==> config.mk <==
export PLATFORM = sky130hd
export DESIGN_NAME = iir_filter_flat
export DESIGN_NICKNAME = d
export VERILOG_FILES = /design/src/slx_pkg.sv /design/src/iir_coef_if.sv /design/src/iir_filter.sv /design/src/flat_wrapper.sv
export VERILOG_INCLUDE_DIRS = /design/src
export SDC_FILE = /design/constraint.sdc
export NUM_CORES = 2
export LEC_CHECK = 0
export BUFFER_PORTS_ARGS = -buffer_cell sky130_fd_sc_hd__buf_2
export CELL_PAD_IN_SITES_DETAIL_PLACEMENT = 2
export CELL_PAD_IN_SITES_GLOBAL_PLACEMENT = 2
export CORE_MARGIN = 2
export CORE_UTILIZATION = 43
export CTS_BUF_LIST = sky130_fd_sc_hd__clkbuf_2 sky130_fd_sc_hd__clkbuf_4 sky130_fd_sc_hd__clkbuf_8
export CTS_CLUSTER_DIAMETER = 80
export CTS_CLUSTER_SIZE = 12
export DETAILED_ROUTE_END_ITERATION = 16
export PLACE_DENSITY = 0.88
export SYNTH_ARGS = -nofsm -noshare
export SYNTH_HDL_FRONTEND = slang
export SYNTH_SLANG_ARGS = --single-unit
==> constraint.sdc <==
create_clock -name clk1 -period 10.8 [get_ports clk1]
set_input_delay 1.08 -clock clk1 [delete_from_list [all_inputs] [get_ports clk1]]
set_output_delay 1.08 -clock clk1 [all_outputs]
set_load 0.005 [all_outputs]
==> src/slx_params.svh <==
//////////////////////////////
// Widths, fixed-point format, register map
// and logger constants for the servo core
//////////////////////////////

`ifndef SLX_PARAMS_SVH
`define SLX_PARAMS_SVH

//////////////////////////////
// Data widths
`define SLX_ADC_W      16      // Raw ADC sample
`define SLX_SIG_W      24      // Filtered signal
`define SLX_COEF_W     16      // Signed Q2.14 coefficient
`define SLX_COEF_FRAC  14      // Coefficient fraction bits
`define SLX_WORD_W     16      // Command bus and log word
`define SLX_DIN_W      3       // Digital input lines

//////////////////////////////
// Command register map
`define SLX_FW_VERSION   16'h0012  // Read-only version word
`define SLX_REG_VERSION  16'h0000
`define SLX_REG_CH_BASE  16'h0010  // Four registers per channel
`define SLX_REG_DROPS    16'h0020  // Logger drop count

//////////////////////////////
// Slow logger
`define SLX_LOG_CREDITS  4     // Max words in flight
`define SLX_REC_WORDS    5     // Words per record

`endif

==> src/slx_pkg.sv <==
//////////////////////////////
// Shared types of the servo core
//////////////////////////////

`default_nettype none

`include "slx_params.svh"

package slx_pkg;

	//////////////////////////////
	// Sample and signal types

	typedef logic signed [`SLX_ADC_W-1:0]  adc_t;  // Raw ADC sample
	typedef logic signed [`SLX_SIG_W-1:0]  sig_t;  // After the IIR filter

	// Q2.14 filter coefficient
	typedef logic signed [`SLX_COEF_W-1:0] coef_t;

	//////////////////////////////
	// Bus and logger types

	typedef logic [`SLX_WORD_W-1:0] word_t; // Command and log word
	typedef logic [`SLX_DIN_W-1:0]  din_t;  // Digital inputs, bit 0 is ext ref

	// Slow logger FSM
	typedef enum logic {
		IDLE, // Waiting for a reference tick
		SEND  // Streaming the captured record
	} log_state_t;

endpackage

`default_nettype wire

==> src/iir_coef_if.sv <==
//////////////////////////////
// Filter settings of one channel
//////////////////////////////

`timescale 1ns/1ps
`default_nettype none

interface iir_coef_if;
	import slx_pkg::*;

	logic  on; // Filter enable, bypass when low
	coef_t a1; // Feedback on y[n-1]
	coef_t b0; // Feedforward on x[n]
	coef_t b1; // Feedforward on x[n-1]

	// Register bank side
	modport source (output on, a1, b0, b1);

	// Filter side
	modport sink (input on, a1, b0, b1);

endinterface

`default_nettype wire

==> src/iir_filter.sv <==
//////////////////////////////
// First-order IIR filter
// Bypass and output saturation
//////////////////////////////

`timescale 1ns/1ps
`default_nettype none

`include "slx_params.svh"

module iir_filter (
	input  logic          clk1,
	input  logic          arst_n,
	input  logic          sample_valid, // New sample strobe
	input  slx_pkg::adc_t sample,
	iir_coef_if.sink      coef,
	output slx_pkg::sig_t filt          // Also y[n-1]
);
	import slx_pkg::*;

	localparam int SCALE = `SLX_SIG_W - `SLX_ADC_W;        // x256
	localparam int ACC_W = `SLX_COEF_W + `SLX_SIG_W + 2;   // Three products

	adc_t                    x_hist;  // x[n-1] raw
	sig_t                    x_now;   // x[n] scaled
	sig_t                    x_old;   // x[n-1] scaled
	logic signed [ACC_W-1:0] acc;
	logic signed [ACC_W-1:0] acc_sh;  // Back to signal scale
	logic                    fits;    // No overflow of 24 bits
	sig_t                    y_sat;
	sig_t                    y_next;

	//////////////////////////////
	// Multiply-accumulate

	always_comb begin
		x_now = {sample, {SCALE{1'b0}}};
		x_old = {x_hist, {SCALE{1'b0}}};
		acc = ACC_W'(coef.b0) * ACC_W'(x_now)
			+ ACC_W'(coef.b1) * ACC_W'(x_old)
			+ ACC_W'(coef.a1) * ACC_W'(filt);
		acc_sh = acc >>> `SLX_COEF_FRAC; // Drop Q2.14 fraction

		// Upper bits all equal to the sign bit
		fits = (acc_sh[ACC_W-1:`SLX_SIG_W-1] == '0)
			|| (acc_sh[ACC_W-1:`SLX_SIG_W-1] == '1);
		if (fits)
			y_sat = acc_sh[`SLX_SIG_W-1:0];
		else if (acc_sh[ACC_W-1])
			y_sat = {1'b1, {(`SLX_SIG_W-1){1'b0}}}; // Clip negative
		else
			y_sat = {1'b0, {(`SLX_SIG_W-1){1'b1}}}; // Clip positive

		y_next = coef.on ? y_sat : x_now; // Off means pass scaled input
	end

	//////////////////////////////
	// History, updated in both modes

	always_ff @(posedge clk1 or negedge arst_n) begin
		if (!arst_n) begin
			x_hist <= '0;
			filt   <= '0;
		end else if (sample_valid) begin
			x_hist <= sample;
			filt   <= y_next; // Visible the cycle after the strobe
		end
	end

endmodule

`default_nettype wire

==> src/flat_wrapper.sv <==
// flat-port wrapper written by rule: the top's interface ports become plain ports
module iir_filter_flat import slx_pkg::*;
  (clk1, arst_n, sample_valid, sample, filt, coef_on, coef_a1, coef_b0, coef_b1);
  iir_coef_if coef_i ();
  input  logic clk1;
  input  logic arst_n;
  input  logic sample_valid;
  input  slx_pkg::adc_t sample;
  output slx_pkg::sig_t filt;
  input wire logic [$bits(coef_i.on)-1:0] coef_on;
  input wire logic [$bits(coef_i.a1)-1:0] coef_a1;
  input wire logic [$bits(coef_i.b0)-1:0] coef_b0;
  input wire logic [$bits(coef_i.b1)-1:0] coef_b1;
  assign coef_i.on = coef_on;
  assign coef_i.a1 = coef_a1;
  assign coef_i.b0 = coef_b0;
  assign coef_i.b1 = coef_b1;
  iir_filter u_core (.clk1(clk1), .arst_n(arst_n), .sample_valid(sample_valid), .sample(sample), .coef(coef_i), .filt(filt));
endmodule
Word level (Yosys, flattened, before mapping)
Index checks and enable logic that the tools add are counted.

word-level totals
  bits in registers = 40
  input bits = 68

cells by class
  $add $sub $neg = 2
  multiply operators = 3
  equal/unequal tests = 1
  muxes and demuxes = 3
  reductions and logical operators = 2

operator list
  operator                count
  $add A42 B42 Y42        2
  $mux W24                3
  $mul A16 B16 Y32        2
  $mul A16 B24 Y40        1
  $eq A19 B19 Y1 const B  1
  $logic_not A19 Y1       1
  $logic_or A1 B1 Y1      1

Depth between registers and ports, before layout
  depth in word-level cells = 7
  mapped depth = 40

Least setup slack after synthesis
Ideal clock, no wire load.

  path kind = input to register
  start = in sample[4]
  end = reg u_core.filt[16]
  library setup time = 0.104 ns
  data arrival time = 9.661 ns
  slack = 1.035 ns
  cell stages on the path = 36
  buffers on the path = 3
  cell sequence = clkbuf_1 -> clkbuf_1 -> nand2_1 -> fa_1 -> inv_1 -> fa_1 -> inv_1 -> fa_1 -> inv_1 -> fa_1 -> inv_1 -> fa_1 -> inv_1 -> fa_1 -> ha_1 -> and4_1 -> and3_1 -> a221o_1 -> a221oi_1 -> o21bai_1 -> a21oi_1 -> o21bai_1 -> a21oi_1 -> xnor2_1 -> fa_1 -> ha_1 -> and4_1 -> a21oi_1 -> o211ai_1 -> a221oi_2 -> xnor2_1 -> and4bb_1 -> a31oi_1 -> nor2_2 -> buf_4 -> a221oi_1

on the way
  longest elaborated chain between the ends = 7

RTL lines
  item                                                        RTL line                            source
  from (decl)                                                 flat_wrapper.sv:8                   input slx_pkg::adc_t sample;
  $mul A16 B16 Y32 *                                          iir_filter.sv:39                    acc = ACC_W'(coef.b0) * ACC_W'(x_now)
  $add A42 B42 Y42 *                                          iir_filter.sv:40                    + ACC_W'(coef.b1) * ACC_W'(x_old)
  $add A42 B42 Y42 *                                          iir_filter.sv:41                    + ACC_W'(coef.a1) * ACC_W'(filt);
  $eq A19 B19 Y1 / $logic_not A19 Y1 (equally long branches)  iir_filter.sv:46, iir_filter.sv:45
  $logic_or A1 B1 Y1                                          iir_filter.sv:45                    fits = (acc_sh[ACC_W-1:`SLX_SIG_W-1] == '0)
  $mux W24 *                                                  iir_filter.sv:47                    if (fits)
  $mux W24 *                                                  iir_filter.sv:54                    y_next = coef.on ? y_sat : x_now;
  to (signal assigned)                                        iir_filter.sv:66                    filt <= y_next;
  to (decl)                                                   iir_filter.sv:17                    output slx_pkg::sig_t filt

Mark *: on every way between the ends. The rest lies on a longest branch, timed or not.
A chain may end at the register's enable or synchronous reset.

Worst setup path after layout
  start = in coef_b0[5]
  end = reg u_core.filt[8]

on the way
  longest elaborated chain between the ends = 7

RTL lines
  item                                                        RTL line                            source
  from (decl)                                                 flat_wrapper.sv:12                  input wire logic [$bits(coef_i.b0)-1:0] coef_b0;
  $mul A16 B16 Y32 *                                          iir_filter.sv:39
  $add A42 B42 Y42 *                                          iir_filter.sv:40
  $add A42 B42 Y42 *                                          iir_filter.sv:41
  $eq A19 B19 Y1 / $logic_not A19 Y1 (equally long branches)  iir_filter.sv:46, iir_filter.sv:45
  $logic_or A1 B1 Y1                                          iir_filter.sv:45
  $mux W24 *                                                  iir_filter.sv:47
  $mux W24 *                                                  iir_filter.sv:54

Marks and branches as above.

==> metrics.csv <==
metric;value;unit
CP Class;input pin to register;
violations in the final reports;negative setup slack;
via density per instance;5.736;
placed cell count;5261;
Async S/R FF share, synth;100.0;%
Gate Count Post-Synth;4112;
I/O Buffers;91;
number of I/O pins;92;
Clock Latency Late Sink;0.34;ns
placed instance area;38840;sq um
Main synth FF type;dfrtp_1;
Syn Area/Cell;8.999;sq um
min-delay src;u_core.filt[15];
fmax;89.37;MHz
fin. max-slew vios;0;
CTS tree;done;
CTS buffer count;5;
Post-CTS Hold Fix Bufs;0;
Worst Hold Depth;2;
Total Routed Length;160000;microns
CP max FO;16;
net count after synthesis;5399;
CORE AREA;85280;sq um
non-filler cells in the finished layout;5277;
layout cells sized above 1;6.050;%
initial core utilization;43.39;%
Vias;30270;
Synth Cell Area;37000;sq um
post-synthesis sequential area ratio;2.705;%
R2R depth;34;
FF+latch area;1001;sq um
DR iter-0 viols;2174;
clock transition at the registers of the reported paths;0.12;ns
H-tree Lvls;2;
outcome;complete, but fails checks;
Post-DRT Antenna Nets;0;
Pre-antenna DRT Iters;5;
Max-cap violations;0;
R2R Path Start;u_core.filt[11];
Final period util;103.6;%
fin area;39200;sq um
total grt overflow;0;
crit-path max cell delay;0.57;ns
CTS root buffer;clkbuf_8;
Post-synth EDFFs;0;
Worst Hold End;u_core.filt[15];
Final nets;5418;
Area Overhead vs Synth;5.934;%
Worst Clk Skew;0.02055;ns
worst hold path class;register to register;
multi-input logic area;31450;sq um
R2R Path End;u_core.filt[8];
CP endpoint kind;register;
final hold vios;0;
Ys Warns;0;
Least-Margin Pin Slew;1.132;ns
largest net degree at the start of global routing;48;
wire length per cell;30.31;microns
die area;88420;sq um
hold_ws;0.8814;ns
Yosys cell types;75;
#FFs+latches synth;40;
Min Clock Period, post-route;11.19;ns
Row Count;107;
x dimension of the die;297.4;microns
GRT Util Overall;34.20;%
CP Data Arrival Time;11.42;ns
Slew HR;24.56;%
Worst Path Required;11.03;ns
DRC;0;
CTS Sinks;40;
vias in the first global route;36820;
Final GP Congestion;0.8614;
fillers;9310;
Most common cell on crit path;fa_1;
Max Root-Sink Buffers;2;
crit start category;input pin;
Slowest-stage cell, CP;fa_1;
first-pass GRT wire length;228100;microns
worst setup margin;-0.3892;ns
post-DP HPWL;126200;microns
total negative slack;-6.443;ns
Die Ht;297.4;microns
number of antenna violations at the first check in global routing;4;
Reg2Reg Setup Slack;-0.07;ns
Final setup viols;24;
-- through the flow --
step	setup WS, ns	utilization, %
floorplan	1.035	-
global placement	-0.01885	45.54
detailed placement	-0.5965	45.54
CTS	-0.001872	45.69
global route	-0.6475	45.96
finish	-0.3892	45.96
-- registers in the layout, indices dropped and copies added (netlist names) --
name,flops
u_core.filt,24
u_core.x_hist,16
-- worst max-delay path: cells and delay by family --
family          cells  cell delay [ns]
xor+xnor            1             0.41
fa+ha+maj           9             4.53
simple gates        7             1.65
buf+inv             7             0.85
compound gates     10             2.88
-- repair_timing --
item                                    in CTS  in global routing
setup buffers                                0                  7
gates resized for setup                      5                 37
endpoints found under the setup margin      23                 24
pin swaps                                    0                  8
-- worst max path at each step --
| stage | startpoint | endpoint | slack (ns) | depth (start not counted) |
|---|---|---|---|---|
| 6_report | coef_b0[5] | u_core.filt[8] | -0.39 | 34 |
| 5_1_grt | sample[1] | u_core.filt[11] | -0.65 | 35 |
| 4_1_cts | coef_a1[1] | u_core.filt[11] | -0.002 | 37 |
| 3_5_place_dp | coef_a1[1] | u_core.filt[11] | -0.60 | 37 |
| 3_3_place_gp | coef_a1[1] | u_core.filt[9] | -0.02 | 37 |
| 2_1_floorplan | sample[4] | u_core.filt[16] | 1.04 | 36 |
-- synthesized netlist by cell type, types with 34 or more instances --
| master | number | share of area [%] |
|---|---|---|
| a21oi_1 | 84 | 1.1 |
| a21o_1 | 57 | 1.2 |
| nand2_1 | 555 | 5.6 |
| nor2_1 | 98 | 0.99 |
| inv_1 | 1086 | 11 |
| xnor2_1 | 98 | 2.3 |
| fa_1 | 928 | 50 |
| dfrtp_1 | 40 | 2.7 |
| o21ai_0 | 46 | 0.62 |
| nand2b_1 | 40 | 0.68 |
| clkbuf_1 | 150 | 1.5 |
| xor2_1 | 34 | 0.80 |
| ha_1 | 291 | 9.8 |
| and2_1 | 339 | 5.7 |
-- layout by cell type, fill, tap and decap left out, drive strengths merged, types with 4 or more instances in the layout --
| master | instances |
|---|---|
| nor2b | 8 |
| mux2 | 16 |
| and4 | 5 |
| o21a | 16 |
| nand2 | 555 |
| a211o | 5 |
| a21oi | 85 |
| fa | 928 |
| o21bai | 16 |
| or3 | 6 |
| o21ai | 60 |
| ha | 291 |
| clkbuf | 17 |
| inv | 1087 |
| a221oi | 17 |
| xnor2 | 98 |
| xor2 | 34 |
| a211oi | 7 |
| and2 | 340 |
| nand4 | 9 |
| nor3 | 20 |
| buf | 158 |
| nor2 | 99 |
| a21o | 57 |
| dfrtp | 40 |
| o211ai | 11 |
| a31oi | 10 |
| a221o | 11 |
| a41oi | 4 |
| nand2b | 40 |
| nand3 | 24 |
| and3 | 13 |
-- final cells by class --
class	instances	area share, %
sequential	40	2.554
antenna	1	0.006384
clock buffer	5	0.1756
multi-input combinational	2826	80.22
inverter	1088	10.42
tap	1144	3.652
clock inverter	3	0.1181
timing repair buffer	170	2.854
-- cell families (layout without fill, tap and decap cells) --
logic type | count (synthesis) | in the layout | synth area share [%]
AO/OA/AOI/OAI | 330 | 330 | 6.259
buffers and inverters | 1246 | 1266 | 12.71
adder cells (fa/ha/maj) | 1219 | 1219 | 60.05
other | 0 | 1 | 0
AND/OR/NAND/NOR | 1129 | 1129 | 14.67
XOR/XNOR | 132 | 132 | 3.124
multiplexers | 16 | 16 | 0.4869
flip-flops | 40 | 40 | 2.705
-- metal layers --
layer  up-vias  wire, microns  track usage [%]
li1      12060              -                -
met1     16140          55260            37.67
met2      1395          84330            64.55
met3       674           8640            3.783
met4         4          11710            17.59
met5         -             14                0
Power is not shown: default switching activity piles up to over one toggle a cycle in this logic, so the estimate is an artifact.
