**config.mk**
```make
export PLATFORM = sky130hd
export DESIGN_NAME = slow_logger
export DESIGN_NICKNAME = d
export VERILOG_FILES = /design/src/slx_pkg.sv /design/src/slow_logger.sv
export VERILOG_INCLUDE_DIRS = /design/src
export SDC_FILE = /design/constraint.sdc
export NUM_CORES = 1
export LEC_CHECK = 0
export BUFFER_PORTS_ARGS = -buffer_cell sky130_fd_sc_hd__clkbuf_2
export CELL_PAD_IN_SITES_DETAIL_PLACEMENT = 0
export CELL_PAD_IN_SITES_GLOBAL_PLACEMENT = 2
export CORE_MARGIN = 10
export CORE_UTILIZATION = 41
export DETAILED_ROUTE_END_ITERATION = 7
export GPL_TIMING_DRIVEN = 0
export PLACE_DENSITY_LB_ADDON = 0.05
export SLEW_MARGIN = 20
export SYNTH_ARGS = -nofsm -noshare
export SYNTH_HDL_FRONTEND = slang
export SYNTH_SLANG_ARGS = --single-unit
```
**constraint.sdc**
```tcl
create_clock -name clk1 -period 3.44 [get_ports clk1]
set_input_delay 0.688 -clock clk1 [delete_from_list [all_inputs] [get_ports clk1]]
set_output_delay 0.688 -clock clk1 [all_outputs]
set_load 0.02 [all_outputs]
```
**src/slx_params.svh**
```systemverilog
//////////////////////////////
// Widths, fixed-point format, register map
// and logger constants for the servo core
//////////////////////////////

`ifndef SLX_PARAMS_SVH
`define SLX_PARAMS_SVH

//////////////////////////////
// Data widths
`define SLX_ADC_W      16      // Raw ADC sample
`define SLX_SIG_W      24      // Filtered signal
`define SLX_COEF_W     16      // Signed Q2.14 coefficient
`define SLX_COEF_FRAC  14      // Coefficient fraction bits
`define SLX_WORD_W     16      // Command bus and log word
`define SLX_DIN_W      3       // Digital input lines

//////////////////////////////
// Command register map
`define SLX_FW_VERSION   16'h0012  // Read-only version word
`define SLX_REG_VERSION  16'h0000
`define SLX_REG_CH_BASE  16'h0010  // Four registers per channel
`define SLX_REG_DROPS    16'h0020  // Logger drop count

//////////////////////////////
// Slow logger
`define SLX_LOG_CREDITS  4     // Max words in flight
`define SLX_REC_WORDS    5     // Words per record

`endif

```
**src/slx_pkg.sv**
```systemverilog
//////////////////////////////
// Shared types of the servo core
//////////////////////////////

`default_nettype none

`include "slx_params.svh"

package slx_pkg;

	//////////////////////////////
	// Sample and signal types

	typedef logic signed [`SLX_ADC_W-1:0]  adc_t;  // Raw ADC sample
	typedef logic signed [`SLX_SIG_W-1:0]  sig_t;  // After the IIR filter

	// Q2.14 filter coefficient
	typedef logic signed [`SLX_COEF_W-1:0] coef_t;

	//////////////////////////////
	// Bus and logger types

	typedef logic [`SLX_WORD_W-1:0] word_t; // Command and log word
	typedef logic [`SLX_DIN_W-1:0]  din_t;  // Digital inputs, bit 0 is ext ref

	// Slow logger FSM
	typedef enum logic {
		IDLE, // Waiting for a reference tick
		SEND  // Streaming the captured record
	} log_state_t;

endpackage

`default_nettype wire

```
**src/slow_logger.sv**
```systemverilog
//////////////////////////////
// Slow data logger
// Record capture, word serializer, credit counter
//////////////////////////////

`timescale 1ns/1ps
`default_nettype none

`include "slx_params.svh"

module slow_logger (
	input  logic           clk1,
	input  logic           arst_n,
	input  logic           tick,       // Conditioned reference
	input  slx_pkg::sig_t  filt0,
	input  slx_pkg::sig_t  filt1,
	input  slx_pkg::din_t  din,
	input  logic           log_credit, // One credit back per pulse
	output logic           log_valid,
	output slx_pkg::word_t log_data,
	output slx_pkg::word_t drops       // Ticks lost during SEND
);
	import slx_pkg::*;

	localparam int IDX_W   = $clog2(`SLX_REC_WORDS);
	localparam int CRD_W   = $clog2(`SLX_LOG_CREDITS + 1);
	localparam int DIN_PAD = `SLX_WORD_W - `SLX_DIN_W;

	log_state_t       state;
	word_t            rec [`SLX_REC_WORDS]; // Captured record
	word_t            seq;                  // Next sequence number
	logic [IDX_W-1:0] idx;                  // Word being sent
	logic [CRD_W-1:0] credits;              // Free slots downstream
	sig_t             diff;
	logic             capture;
	logic             send;                 // Word goes out next cycle
	logic             last;

	assign diff    = filt0 - filt1; // 24-bit wrap
	assign capture = tick && (state == IDLE);
	assign send    = (state == SEND) && (credits != '0);
	assign last    = (idx == IDX_W'(`SLX_REC_WORDS - 1));

	//////////////////////////////
	// Record buffer

	always_ff @(posedge clk1) begin
		if (capture) begin
			rec[0] <= filt0[`SLX_SIG_W-1 -: `SLX_WORD_W]; // Top 16 bits
			rec[1] <= filt1[`SLX_SIG_W-1 -: `SLX_WORD_W];
			rec[2] <= diff[`SLX_SIG_W-1 -: `SLX_WORD_W];
			rec[3] <= {din, {DIN_PAD{1'b0}}};             // Inputs on top
			rec[4] <= seq;
		end
	end

	//////////////////////////////
	// FSM and serializer

	always_ff @(posedge clk1 or negedge arst_n) begin
		if (!arst_n) begin
			state     <= IDLE;
			idx       <= '0;
			seq       <= '0;
			drops     <= '0;
			log_valid <= 1'b0;
			log_data  <= '0;
		end else begin
			log_valid <= send;
			if (send) log_data <= rec[idx]; // Held while stalled
			case (state)
				IDLE: begin
					if (tick) begin
						state <= SEND;
						idx   <= '0;
						seq   <= seq + 1'b1;
					end
				end
				SEND: begin
					if (tick) drops <= drops + 1'b1; // Busy, tick lost
					if (send) begin
						idx <= idx + 1'b1;
						if (last) state <= IDLE; // Fifth word out
					end
				end
				default: state <= IDLE;
			endcase
		end
	end

	//////////////////////////////
	// Credits

	// Spent when a word is issued, returned by the consumer
	always_ff @(posedge clk1 or negedge arst_n) begin
		if (!arst_n)
			credits <= CRD_W'(`SLX_LOG_CREDITS);
		else
			credits <= credits - CRD_W'(send) + CRD_W'(log_credit);
	end

endmodule

`default_nettype wire

```
== Yosys cells after proc, flatten, opt, wreduce, memory -nomap -nowiden ==
Memories as Yosys holds them, arrays and structs flattened. A register that Yosys moved wholly into a read port is not among the register bits.
Index checks and enable logic that the tools add are counted.

* Register bits: 40
* Bits in latches: 0
* RAM bits: 80
* Bits in read-only memories: 0
* Output and inout port bits: 33
* Memories: 1

* Add/sub/neg operators: 6
* Multiply operators: 0
* Div/mod/pow operators: 0
* Magnitude comparators: 0
* Equality and inequality tests: 3
* Shift-type cells: 0
* Muxes and demuxes: 9
* Bitwise logic cells: 1
* Reductions and logical operators: 7

{| class="wikitable"
|+ Memory list
! name !! words !! bits a word !! rd ports !! clocked after memory_dff !! write ports !! line !! RTL
|-
| rec || 5 || 16 || 1 || 1 || 5 || slow_logger.sv:30 || <nowiki>word_t rec [`SLX_REC_WORDS];</nowiki>
|}

{| class="wikitable"
|+ Operators by type and width
! operator !! number
|-
| $add 16x1->16 const B || 2
|-
| $sub 24x24->24 || 1
|-
| $mux 3 || 2
|-
| $pmux 3 s2 || 1
|-
| $reduce_and 2->1 || 3
|-
| $mux 1 || 5
|-
| $add 3x1->3 || 1
|-
| $add 3x1->3 const B || 1
|-
| $eq 3x3->1 const B || 1
|-
| $reduce_bool 3->1 || 1
|-
| $sub 3x1->3 || 1
|-
| $logic_and 1x1->1 || 2
|-
| $ne 2x1->1 const B || 1
|-
| $ne 2x2->1 const B || 1
|-
| $pmux 1 s2 || 1
|-
| $logic_not 1->1 || 1
|-
| $not 1->1 || 1
|}

== Longest topological paths before layout ==
* Word-level depth: 4
* Gate-level depth with buffers: 9
* Depth with buffers taken out: 9

== Least setup slack after synthesis ==
OpenSTA, ideal clock, no wires.

* Path type: input -> register
* Start: input port tick
* End: register seq[13]
* Setup time: 0.123 ns
* Data arrival time: 2.456 ns
* Required time: 3.317 ns
* Setup slack: 0.862 ns
* Stages: 7
* Path buffers: 0
* Cells stage by stage: nand2b_1 -> inv_2 -> and3_1 -> nand3_1 -> nor3_2 -> nand3_1 -> xnor2_1

* Word-level cells in the longest chain between the ends: 1

{| class="wikitable"
|+ RTL lines
! element !! line !! RTL
|-
| from (decl) || slow_logger.sv:14 || <nowiki>input logic tick,</nowiki>
|-
| $reduce_and 2->1 (no source line) || -- ||
|-
| to (signal assigned) || slow_logger.sv:76 || <nowiki>seq <= seq + 1'b1;</nowiki>
|-
| to (decl) || slow_logger.sv:31 || <nowiki>word_t seq;</nowiki>
|}

No other way between the ends.
A chain may end at the register's enable or synchronous reset.

== Final worst setup path ==
* Start: register credits[1]
* End: register credits[2]

* Word-level cells in the longest chain between the ends: 4

{| class="wikitable"
|+ RTL lines
! element !! line !! RTL
|-
| from (decl) || slow_logger.sv:33 || <nowiki>logic [CRD_W-1:0] credits;</nowiki>
|-
| from (signal assigned) || slow_logger.sv:97 || <nowiki>credits <= CRD_W'(`SLX_LOG_CREDITS);</nowiki>
|-
| from (signal assigned) || slow_logger.sv:99 || <nowiki>credits <= credits - CRD_W'(send) + CRD_W'(log_credit);</nowiki>
|-
| $reduce_bool 3->1 || slow_logger.sv:41 || <nowiki>assign send = (state == SEND) && (credits != '0);</nowiki>
|-
| $logic_and 1x1->1 || slow_logger.sv:41 ||
|-
| via send || slow_logger.sv:36 || <nowiki>logic send;</nowiki>
|-
| $sub 3x1->3 || slow_logger.sv:99 ||
|-
| $add 3x1->3 || slow_logger.sv:99 ||
|}

The timed path passes the listed nets, and every way through them passes these cells.

==> impl.org <==
** Status
- Run status :: finished, final reports clean

** Timing
- After layout, the minimum clock period comes to 2660 ps.
- After routing, the total negative slack on setup checks comes to 0 ps.
- Max transition margin :: 0.410
- Setup violations remaining at the end of the flow were counted as 0.
- Unrepaired setup endpoints after global routing :: no
- Derived from the worst setup path, the maximum achievable clock frequency is 0.375 GHz.
- The number of max-slew violations in the final report is 0.
- Dividing the final minimum period by the clock period gives 0.774.
- Final count of hold timing violations :: 0
- Worst Clk Skew :: 5.81 ps
- Transition time at the pin with the least slew margin :: 877 ps

** Critical path
- In this run the worst setup path begins at credits[1].
- Destination of the worst register-to-register timing path :: credits[2]
- The setup check on the worst reg-to-reg path leaves a slack of 780 ps.
- STA classifies the critical path startpoint as a flop.
- Counting both buffers and inverters, the worst setup path holds a total of 2.
- Among all stages on the critical path, the largest delay is contributed by sky130_fd_sc_hd__o31ai_1.
- The critical path goes through o31ai_1 -> inv_1 -> ha_1 -> inv_1 -> ha_1 -> fa_1 -> xnor2_1.
- Data arrival time of the critical path :: 3000 ps
- Along the worst path, the maximum fanout reaches 8.
- The startpoint identified for the worst register-to-register timing path is credits[1].
- Crit path required time :: 3770 ps
- CP top delay family :: adder cells
- Largest stage delay on the critical path :: 760 ps
- The worst setup path is of the flop to flop kind.
- STA classifies the critical path endpoint as a flop.
- R2R depth :: 7

** Clock network
- TritonCTS built the clock tree.
- After clock tree synthesis, the clock-pin slew on the worst setup and hold paths is 50 ps.
- Level count of the clock H-tree :: 4
- The clock passes through at most 2 buffers.
- Quantity of hold-fixing buffers added after cts :: 0
- In this run, post-CTS repair resized a total of 0 instances.
- Worst skew pair latency :: 400 ps
- Counting every sink on the clock net gives 123.
- CTS Buf Count :: 17
- The root buffer cell chosen for the clock tree is sky130_fd_sc_hd__clkbuf_16.
- Post-CTS setup buffer count :: 0

** Floorplanning
- Die width :: 139 µm
- Die Y :: 139 µm
- The initial utilization of the core area, before any placement, comes to 0.417.
- In this run the standard cell core region covers 13900 µm².
- Full die area :: 19300 µm²
- # IOs :: 88
- Number of standard-cell rows in the floorplan :: 43

** GRT
- Total overflow reported by the global router :: 0
- Number of global-route vias before repair :: 4022
- First-pass GRT wire length :: 19900 µm
- In the global route stage, overall resource usage came out at 0.127.
- Entering global routing, the biggest net connects 44 pins.
- The number of antenna violations at the first check in global routing was 0.

** Final layout
- The area growth from synthesis to layout is 22.5%.
- In the final layout, the share of cells above drive strength 1 is 0.224.
- Fill cells :: 1299
- Number of nets at the end of the flow :: 668
- Registers take 3410 µm².
- Multi-input gate area :: 2190 µm²
- The number of antenna diodes in the final layout is 0.
- Summing all non-filler instances in the final layout gives an area of 7090 µm².

** Yosys
- Area share of the largest cell type after synthesis :: 0.347
- The number of nets handed over by synthesis was 560.
- Combinational family with the most area after synthesis :: simple AND/OR/NAND/NOR gates
- Post-synthesis async set-or-reset flop share :: 0.455
- The most used flip-flop cell after synthesis is sky130_fd_sc_hd__edfxtp_1.
- Averaged over all synthesized cells, the footprint is 12.2 µm².
- The largest total area in the synthesized netlist belongs to sky130_fd_sc_hd__edfxtp_1.
- Synthesized-area fraction occupied by ao, oa, aoi and oai cells :: 0.0832
- Of the total synthesized cell area, the portion taken by XOR and XNOR cells is 0.0741.
- Of the total synthesized cell area, the portion taken by AND, OR, NAND and NOR gates is 0.0908.
- The Yosys step of the flow raised 0 warnings.
- Number of distinct library cell variants in the gate-level netlist after synthesis :: 46
- Cells after Synth :: 476
- Yosys attributes the largest share of cell area to sky130_fd_sc_hd__edfxtp_1 (35%), sky130_fd_sc_hd__dfrtp_1 (24%), sky130_fd_sc_hd__ha_1 (6.1%).
- For this run, the register share of the synthesized area comes to 0.590.
- Number of enable-type register cells in the synthesized netlist :: 67
- Of the post-synthesis cell area, the part taken by muxes is 0.0657.
- Post-Syn Area :: 5790 µm²
- Adder and majority gate portion of the synthesized area :: 0.0640
- After synthesis the netlist holds a flip-flop and latch count of 123.

** Placed design
- After legalization and detailed placement, the total HPWL measured 9190 µm.
- Gpl congestion :: 0.767
- Once placement finished, the instance area stood at 6500 µm².
- Input and output buffers added on the ports amount to 87.

** Power and ir drop
- Peak supply drop :: 0.000330 V
- In this run the static leakage power is 3.12 nW.
- Power spread over the standard cell area amounts to 766 nW/µm².

** Min path
- The tightest min-delay check is of the primary input to async pin type.

** Detailed routing
- After detailed routing, the total wire length is 12000 µm.
- The first TritonRoute pass finished after 4 iterations.
- In this run, the number of DRC markers left after iteration 0 of detailed routing was 106.
- Antenna Nets Post-Route :: 0
- Vias/cell :: 4.77
- After detailed routing, the average wire length per cell comes to 15.4 µm.
- Detailed-route via count :: 3708
- In the routed design, unresolved DRC markers number 0.

** Run
- The tool flagged a number of max-cap violations equal to 0.
-- state kept, by name, summed over array words and instances, names as in the netlist --
register and flops:
seq 16, credits 3, rec 67, log_data 16, drops 16, state 1
idx 3, log_valid 1
-- how the worst max path moves through the flow --
stage                      end  slack (ps)  depth (start not counted)
detailed placement  rec[2][12]         680                         10
CTS                 credits[2]         770                          7
global route        credits[2]         600                          7
floorplan              seq[13]         860                          7
finish              credits[2]         780                          7
global placement       seq[15]         130                          8
-- layer usage --
layer,share of wire,vias up,GRT usage
met3,0.040,5,0.0425
li1,-,1902,-
met2,0.48,77,0.204
met5,0,-,0
met1,0.47,1724,0.156
met4,0.0062,0,0.0428
-- cells in the final DEF (no fill, tap or decap), types with 6 or more instances in the layout --
cell and n:
sky130_fd_sc_hd__nand2_1 53, sky130_fd_sc_hd__clkbuf_2 86, sky130_fd_sc_hd__xnor2_1 33, sky130_fd_sc_hd__ha_1 28, sky130_fd_sc_hd__o21ai_0 37, sky130_fd_sc_hd__nand3_1 18
sky130_fd_sc_hd__edfxtp_1 67, sky130_fd_sc_hd__a21oi_1 16, sky130_fd_sc_hd__dfrtp_1 55, sky130_fd_sc_hd__clkinv_1 6, sky130_fd_sc_hd__clkbuf_16 17, sky130_fd_sc_hd__nor2_1 16
sky130_fd_sc_hd__mux2i_1 29, sky130_fd_sc_hd__clkbuf_1 8, sky130_fd_sc_hd__xor2_1 16, sky130_fd_sc_hd__inv_1 36
-- Yosys cell counts, types with 2 or more instances --
| cell | number |
|---|---|
| sky130_fd_sc_hd__edfxtp_1 | 67 |
| sky130_fd_sc_hd__dfrtp_1 | 55 |
| sky130_fd_sc_hd__nand2_1 | 53 |
| sky130_fd_sc_hd__o21ai_0 | 37 |
| sky130_fd_sc_hd__inv_1 | 36 |
| sky130_fd_sc_hd__xnor2_1 | 33 |
| sky130_fd_sc_hd__mux2i_1 | 29 |
| sky130_fd_sc_hd__ha_1 | 28 |
| sky130_fd_sc_hd__nand3_1 | 18 |
| sky130_fd_sc_hd__a21oi_1 | 16 |
| sky130_fd_sc_hd__nor2_1 | 16 |
| sky130_fd_sc_hd__xor2_1 | 16 |
| sky130_fd_sc_hd__and3_1 | 5 |
| sky130_fd_sc_hd__clkbuf_1 | 5 |
| sky130_fd_sc_hd__nand4_1 | 5 |
| sky130_fd_sc_hd__nor3_1 | 5 |
| sky130_fd_sc_hd__a21o_1 | 4 |
| sky130_fd_sc_hd__buf_2 | 4 |
| sky130_fd_sc_hd__o21ai_1 | 4 |
| sky130_fd_sc_hd__a21oi_2 | 3 |
| sky130_fd_sc_hd__and4_1 | 3 |
| sky130_fd_sc_hd__mux4_2 | 3 |
| sky130_fd_sc_hd__o21bai_1 | 3 |
| sky130_fd_sc_hd__o31ai_1 | 3 |
| sky130_fd_sc_hd__a31oi_1 | 2 |
| sky130_fd_sc_hd__nand2b_1 | 2 |
| sky130_fd_sc_hd__o21ai_2 | 2 |
-- where the power goes --
group	switching, W	total (W)	leakage, nW	internal [W]
Clock	0.000588	0.00178	0.287	0.00119
Combinational	0.000950	0.00155	1.51	0.000599
Sequential	0.000183	0.00210	1.33	0.00192
Total	0.00172	0.00543	3.12	0.00371
-- cells by family (layout without fill, tap and decap cells) --
kind of cell    count (synthesis)  count (layout)
flops                         123             123
xor+xnor                       49              49
buf+inv                        48             169
fa+ha+maj                      29              29
compound gates                 80              80
simple gates                  113             113
mux                            34              34
-- through the flow --
stage	setup WS, ps	power (W)	utilization	hold WS (ps)	std cells
final	776	0.00543	0.511	169	777
after global routing	599	0.00579	0.511	163	777
after CTS	770	0.00553	0.511	161	777
after detailed placement	683	0.00373	0.469	461	745
after global placement	134	0.00368	0.465	460	743
after floorplan	862	0.00317	-	392	476
-- cell type report --
| class | count | share of cell area |
|---|---|---|
| Multi-Input combinational cell | 305 | 0.308 |
| Tap cell | 180 | 0.0318 |
| Buffer | 11 | 0.00706 |
| Timing Repair Buffer | 89 | 0.0684 |
| Clock buffer | 20 | 0.0616 |
| Clock inverter | 12 | 0.0215 |
| Sequential cell | 123 | 0.481 |
| Inverter | 37 | 0.0199 |
(Power assumes the default switching activity.)
